`src/hdl/aesPkg.sv`:
```
package aesPkg;

	typedef logic [7:0] byteT;
	typedef logic [31:0] wordT;
	typedef logic [127:0] blockT;
	typedef logic [3:0] roundT;

	localparam int numRounds = 10;
	localparam int keyWords = 4;

	// x^8 + x^4 + x^3 + x + 1 with the top bit dropped
	localparam byteT gfPoly = 8'h1b;

	// first Rcon byte, later ones come from xtime
	localparam byteT rconInit = 8'h01;

	localparam byteT affineConst = 8'h63;
	localparam byteT invAffineConst = 8'h05;

	function automatic byteT xtime(input byteT a);
		return {a[6:0], 1'b0} ^ (a[7] ? gfPoly : 8'h00);
	endfunction

	function automatic byteT gfMul(input byteT a, input byteT b);
		byteT acc;
		byteT sh;
		acc = '0;
		sh = a;
		for (int i = 0; i < 8; i++) begin
			if (b[i]) begin
				acc = acc ^ sh;
			end
			sh = xtime(sh);
		end
		return acc;
	endfunction

	// a^254, which also maps zero to zero
	function automatic byteT gfInv(input byteT a);
		byteT sq;
		byteT acc;
		sq = a;
		acc = 8'h01;
		for (int i = 1; i < 8; i++) begin
			sq = gfMul(sq, sq);
			acc = gfMul(acc, sq);
		end
		return acc;
	endfunction

	function automatic byteT rotl8(input byteT a, input int n);
		return byteT'((a << n) | (a >> (8 - n)));
	endfunction

	function automatic byteT sbox(input byteT a);
		byteT inv;
		inv = gfInv(a);
		return inv ^ rotl8(inv, 1) ^ rotl8(inv, 2) ^ rotl8(inv, 3) ^ rotl8(inv, 4) ^ affineConst;
	endfunction

	// undo the affine map first, then invert
	function automatic byteT invSbox(input byteT a);
		byteT pre;
		pre = rotl8(a, 1) ^ rotl8(a, 3) ^ rotl8(a, 6) ^ invAffineConst;
		return gfInv(pre);
	endfunction

endpackage
```
`src/hdl/aesRoundIf.sv`:
```
`timescale 1ns/1ps

interface aesRoundIf;
	import aesPkg::*;

	// sequencing from the control FSM
	logic load;
	logic expand;
	logic step;
	logic whiten;
	logic lastRound;
	logic decrypt;
	roundT roundIdx;

	// table read at roundIdx
	blockT roundKey;

	modport ctrl (output load, expand, step, whiten, lastRound, roundIdx, decrypt);

	modport keys (input load, expand, roundIdx, output roundKey);

	modport engine (input load, step, whiten, lastRound, decrypt, roundKey);

endinterface

```
`src/hdl/aesControl.sv`:
```
`timescale 1ns/1ps

module aesControl (
	input logic clk,
	input logic rst,
	input logic start,
	input logic decrypt,
	output logic busy,
	output logic done,
	aesRoundIf.ctrl rif
);
	import aesPkg::*;

	typedef enum logic [1:0] {
		idle,
		expand,
		crypt
	} stateT;

	stateT state;
	roundT cnt;
	roundT cntNext;
	logic decLat;

	assign cntNext = cnt + roundT'(1);

	// key and block are captured on the accepted start edge itself
	assign rif.load = start && (state == idle);
	assign rif.decrypt = decLat;

	always_ff @(posedge clk or posedge rst) begin
		if (rst) begin
			state <= idle;
			cnt <= '0;
			decLat <= 1'b0;
			busy <= 1'b0;
			done <= 1'b0;
			rif.expand <= 1'b0;
			rif.step <= 1'b0;
			rif.whiten <= 1'b0;
			rif.lastRound <= 1'b0;
			rif.roundIdx <= '0;
		end else begin
			done <= 1'b0;
			case (state)
				idle: begin
					if (start) begin
						state <= expand;
						cnt <= roundT'(1);
						decLat <= decrypt;
						busy <= 1'b1;
						rif.expand <= 1'b1;
						rif.roundIdx <= roundT'(1);
					end
				end
				expand: begin
					if (cnt == roundT'(numRounds)) begin
						state <= crypt;
						cnt <= '0;
						rif.expand <= 1'b0;
						rif.step <= 1'b1;
						rif.whiten <= 1'b1;
						// whitening key is the last one when decrypting
						rif.roundIdx <= decLat ? roundT'(numRounds) : '0;
					end else begin
						cnt <= cntNext;
						rif.roundIdx <= cntNext;
					end
				end
				crypt: begin
					if (cnt == roundT'(numRounds)) begin
						state <= idle;
						busy <= 1'b0;
						done <= 1'b1;
						rif.step <= 1'b0;
						rif.lastRound <= 1'b0;
					end else begin
						cnt <= cntNext;
						rif.whiten <= 1'b0;
						rif.lastRound <= (cntNext == roundT'(numRounds));
						rif.roundIdx <= decLat ? roundT'(numRounds) - cntNext : cntNext;
					end
				end
				default: begin
					state <= idle;
				end
			endcase
		end
	end

endmodule

```
`src/flat_wrapper.sv`:
```
// flat-port wrapper written by rule: the top's interface ports become plain ports
module aesControl_flat import aesPkg::*;
  (clk, rst, start, decrypt, busy, done, rif_load, rif_expand, rif_step, rif_whiten, rif_lastRound, rif_roundIdx, rif_decrypt);
  aesRoundIf rif_i ();
  input logic clk;
  input logic rst;
  input logic start;
  input logic decrypt;
  output logic busy;
  output logic done;
  output wire logic [$bits(rif_i.load)-1:0] rif_load;
  output wire logic [$bits(rif_i.expand)-1:0] rif_expand;
  output wire logic [$bits(rif_i.step)-1:0] rif_step;
  output wire logic [$bits(rif_i.whiten)-1:0] rif_whiten;
  output wire logic [$bits(rif_i.lastRound)-1:0] rif_lastRound;
  output wire logic [$bits(rif_i.roundIdx)-1:0] rif_roundIdx;
  output wire logic [$bits(rif_i.decrypt)-1:0] rif_decrypt;
  assign rif_load = rif_i.load;
  assign rif_expand = rif_i.expand;
  assign rif_step = rif_i.step;
  assign rif_whiten = rif_i.whiten;
  assign rif_lastRound = rif_i.lastRound;
  assign rif_roundIdx = rif_i.roundIdx;
  assign rif_decrypt = rif_i.decrypt;
  aesControl u_core (.clk(clk), .rst(rst), .start(start), .decrypt(decrypt), .busy(busy), .done(done), .rif(rif_i));
endmodule
```
`config.mk`:
```
export PLATFORM = sky130hd
export DESIGN_NAME = aesControl_flat
export DESIGN_NICKNAME = d
export VERILOG_FILES = /design/src/hdl/aesPkg.sv /design/src/hdl/aesRoundIf.sv /design/src/hdl/aesControl.sv /design/src/flat_wrapper.sv
export SDC_FILE = /design/constraint.sdc
export NUM_CORES = 1
export LEC_CHECK = 0
export BUFFER_PORTS_ARGS = -buffer_cell sky130_fd_sc_hd__buf_4
export CAP_MARGIN = 0
export CORE_MARGIN = 5
export CORE_UTILIZATION = 58
export CTS_CLUSTER_SIZE = 8
export DETAILED_ROUTE_END_ITERATION = 7
export PLACE_DENSITY = 0.82
export SKIP_CTS_REPAIR_TIMING = 1
export SYNTH_ARGS = -nofsm -noshare
export SYNTH_HDL_FRONTEND = slang
export SYNTH_SLANG_ARGS = --single-unit
```
`constraint.sdc`:
```
create_clock -name clk -period 2.61 [get_ports clk]
set_input_delay 0.261 -clock clk [delete_from_list [all_inputs] [get_ports clk]]
set_output_delay 0.261 -clock clk [all_outputs]
set_load 0.005 [all_outputs]
```
==> results.md <==
- TritonRoute pass-1 iters: 5
- Sw Ratio: 0.4018
- Clock Latency Late Sink: 0.30 ns
- Worst Skew: 0.001706 ns
- Largest net degree at the start of global routing: 18
- Synth Area in Simple Gates: 0.1430
- Complex-gate fraction of the synthesized area: 0.2093
- # port buffers: 15
- Seq/Total Area, Yosys: 0.4503
- Reg2Reg Depth: 6
- Fmax: 513.8 MHz
- Comb power frac: 0.467
- Most frequent cells in the layout: dfrtp_1, buf_4, inv_1, o21ai_0, nand2_1
- # placed instances: approximately 130
- Total wire length: 2057 µm
- Top cell type's share of synthesized area: 0.4503
- RR Endpoint: u_core.cnt[0]
- CP Max Fanout: 11
- Asr flop ratio synth: 1.000
- Worst Setup EP: u_core.cnt[0]
- LEAKAGE: just over 0.5 nW
- Initial Util: 0.6199
- Synth warnings: 0
- Commonest non-fill, non-tap cell in the layout: dfrtp_1
- Final Cycle Share: 0.7457
- DRC viols: 0
- Slew Limit Fails: 0
- Vias in the first global route: 814
- First-pass GRT wire length: 3498 µm
- Crit end category: flop
- Reg-to-Reg Start: u_core.state[0]
- Part of the power in the clock network: 0.150
- Synth Area per Inst: 9.639 µm²
- Main flop type after synthesis: dfrtp_1
- Layout cell share with drive strength beyond 1: 0.1826
- Core box area: 1524 µm²
- CTS tree: yes
- Gate count of the mapped netlist: 98
- Least-Margin Pin Slew: 0.6269 ns
- Arrival time at the worst endpoint: 2.16 ns
- Post-Syn Area: 944.7 µm²
- H-tree depth: 1
- Filler cells: 117
- Via count: between 700 and 800
- Total GRT Usage: 0.1779
- Final HPWL DP: 1526 µm
- Via-per-instance ratio: 5.969
- Row cnt: 14
- RePlAce Congestion: roughly 0.84
- Post-synth EDFFs: 0
- Total CTS buffers: 3
- Synth Area in Adders: 0.07947
- Routed Antenna Nets: 0
- Max clock buf depth: 2
- Synth area leader: dfrtp_1
- Hold Crit Class: in2async
- Seq pwr share: 0.384
- Sw Pwr: 393.6 µW
- Post-DR wirelength/cell: 15.70 µm
- Xor/xnor share of the synthesized area: 0.04636
- Syn Nets: 108
- Power Density: 893.8 nW/µm²
- Relative slew slack: 0.5816
- Largest family of logic cells by synthesized area: compound AO/OA/AOI/OAI gates
- Final net count: 126
- DR iter-0 viols: 15
- Internal power: 586.1 µW
- Post-layout util: 0.7192
- Maximum vdd ir drop: 0.0004824 V
- Critical Path Source: u_core.state[0]
- Mux contribution to synthesized area: 0.02384
- Die height: 50.36 µm
- Setup TNS Final: 0 ns
- Crit path kind: reg2reg
- WP data required: around 2.8 ns
- R2R Setup Slk: 0.66 ns
- Startpoint Class: flop
- Final setup viols: 0
- FF+latch count, synth: 17
- Final Hold Viols: 0
- Fin cells: 131
- Top cells by area, synth: dfrtp_1, ha_1, o21ai_0
- Distinct cells, synth: 35
- Max Cap Viol: 0
- Clock sink count: 17
- Area Growth Syn to Fin: 16.03%
- Post-layout min period: 1.946 ns
- Total gr overflow: 0
- Die area: roughly 2500 µm²
- I/O pin count: 16
- Ant. Diodes: 0
- Status: complete, no violations
- Unrepaired setup endpoints after global routing: false
- Register clock-pin slew on the reported worst setup and hold paths: 0.10 ns
- Die X: 50.36 µm
- Initial antenna violation count: 0
- Root Driver: clkbuf_4
## Yosys cell counts, types with 2 or more instances
master     n
a21oi_1    6
ha_1       6
dfrtp_1   17
mux2_2     2
nor2_1     4
inv_1     10
nand2_1    9
o21ai_0   10
xnor2_1    2
o31ai_1    2
nand3_1    2
and2_1     2
xor2_1     3
clkbuf_1   2
## worst min path at each step
stage,endpoint,slack [ns],cells past startpoint
after floorplan,u_core.busy,0.19,1
after global placement,u_core.rif.step,0.38,2
after detailed placement,u_core.rif.roundIdx[2],0.39,2
after CTS,u_core.rif.roundIdx[0],0.06,2
after global routing,u_core.rif.step,0.09,2
final,u_core.rif.roundIdx[2],0.03,2
## state kept, by name, indices dropped and copies added (netlist names)
signal                flops
u_core.rif.expand         1
u_core.rif.whiten         1
u_core.cnt                4
u_core.rif.lastRound      1
u_core.rif.roundIdx       4
u_core.busy               1
u_core.rif.step           1
u_core.state              2
u_core.done               1
u_core.rif.decrypt        1
## kinds of logic (layout without fill, tap and decap cells)
family | after synthesis | after routing
AO/OA/AOI/OAI | 31 | 31
flip-flops | 17 | 17
buffers and inverters | 12 | 29
AND/OR/NAND/NOR | 25 | 25
XOR/XNOR | 5 | 5
adder cells (fa/ha/maj) | 6 | 6
multiplexers | 2 | 2
## metrics by stage
| step | cell area [µm²] | hold WS [ns] | power [mW] | worst slack [ns] |
|---|---|---|---|---|
| global placement | 1070 | 0.3805 | 0.8165 | 0.7596 |
| finish | 1096 | 0.03436 | 0.9797 | 0.6639 |
| detailed placement | 1070 | 0.3926 | 0.8352 | 0.7114 |
| CTS | 1096 | 0.06093 | 0.9786 | 0.6896 |
| floorplan | 944.7 | 0.1871 | 0.6957 | 0.8251 |
| global route | 1096 | 0.09324 | 1.053 | 0.5542 |
## power by group through the flow
stage | Sequential [mW] | Combinational [mW] | Clock [mW]
floorplan | 0.366 | 0.329 | 0
global placement | 0.372 | 0.445 | 0
detailed placement | 0.379 | 0.456 | 0
CTS | 0.374 | 0.459 | 0.146
global route | 0.384 | 0.505 | 0.165
finish | 0.376 | 0.457 | 0.147
## metal layers
layer	vias up	routed length [µm]	track usage
met5	-	0	0
met4	0	59	0.08936
met3	9	126	0.04734
met2	31	971	0.2929
met1	361	900	0.2123
li1	381	-	-
## final cells by class
class | instances | area [µm²] | area share
sequential | 17 | 425.4 | 0.3881
clock buffer | 4 | 26.28 | 0.02397
multi-input combinational | 69 | 474.2 | 0.4326
timing repair buffer | 15 | 112.6 | 0.1027
inverter | 10 | 37.54 | 0.03425
tap | 16 | 20.02 | 0.01826
## worst max-delay path: stages (launching register included)
cell and delay (ns):
dfrtp_1 0.42, inv_1 0.09, ha_1 0.40, nand4b_1 0.29
nand3_1 0.27, o21bai_1 0.17, a21boi_0 0.22
(Power assumes the default switching activity.)
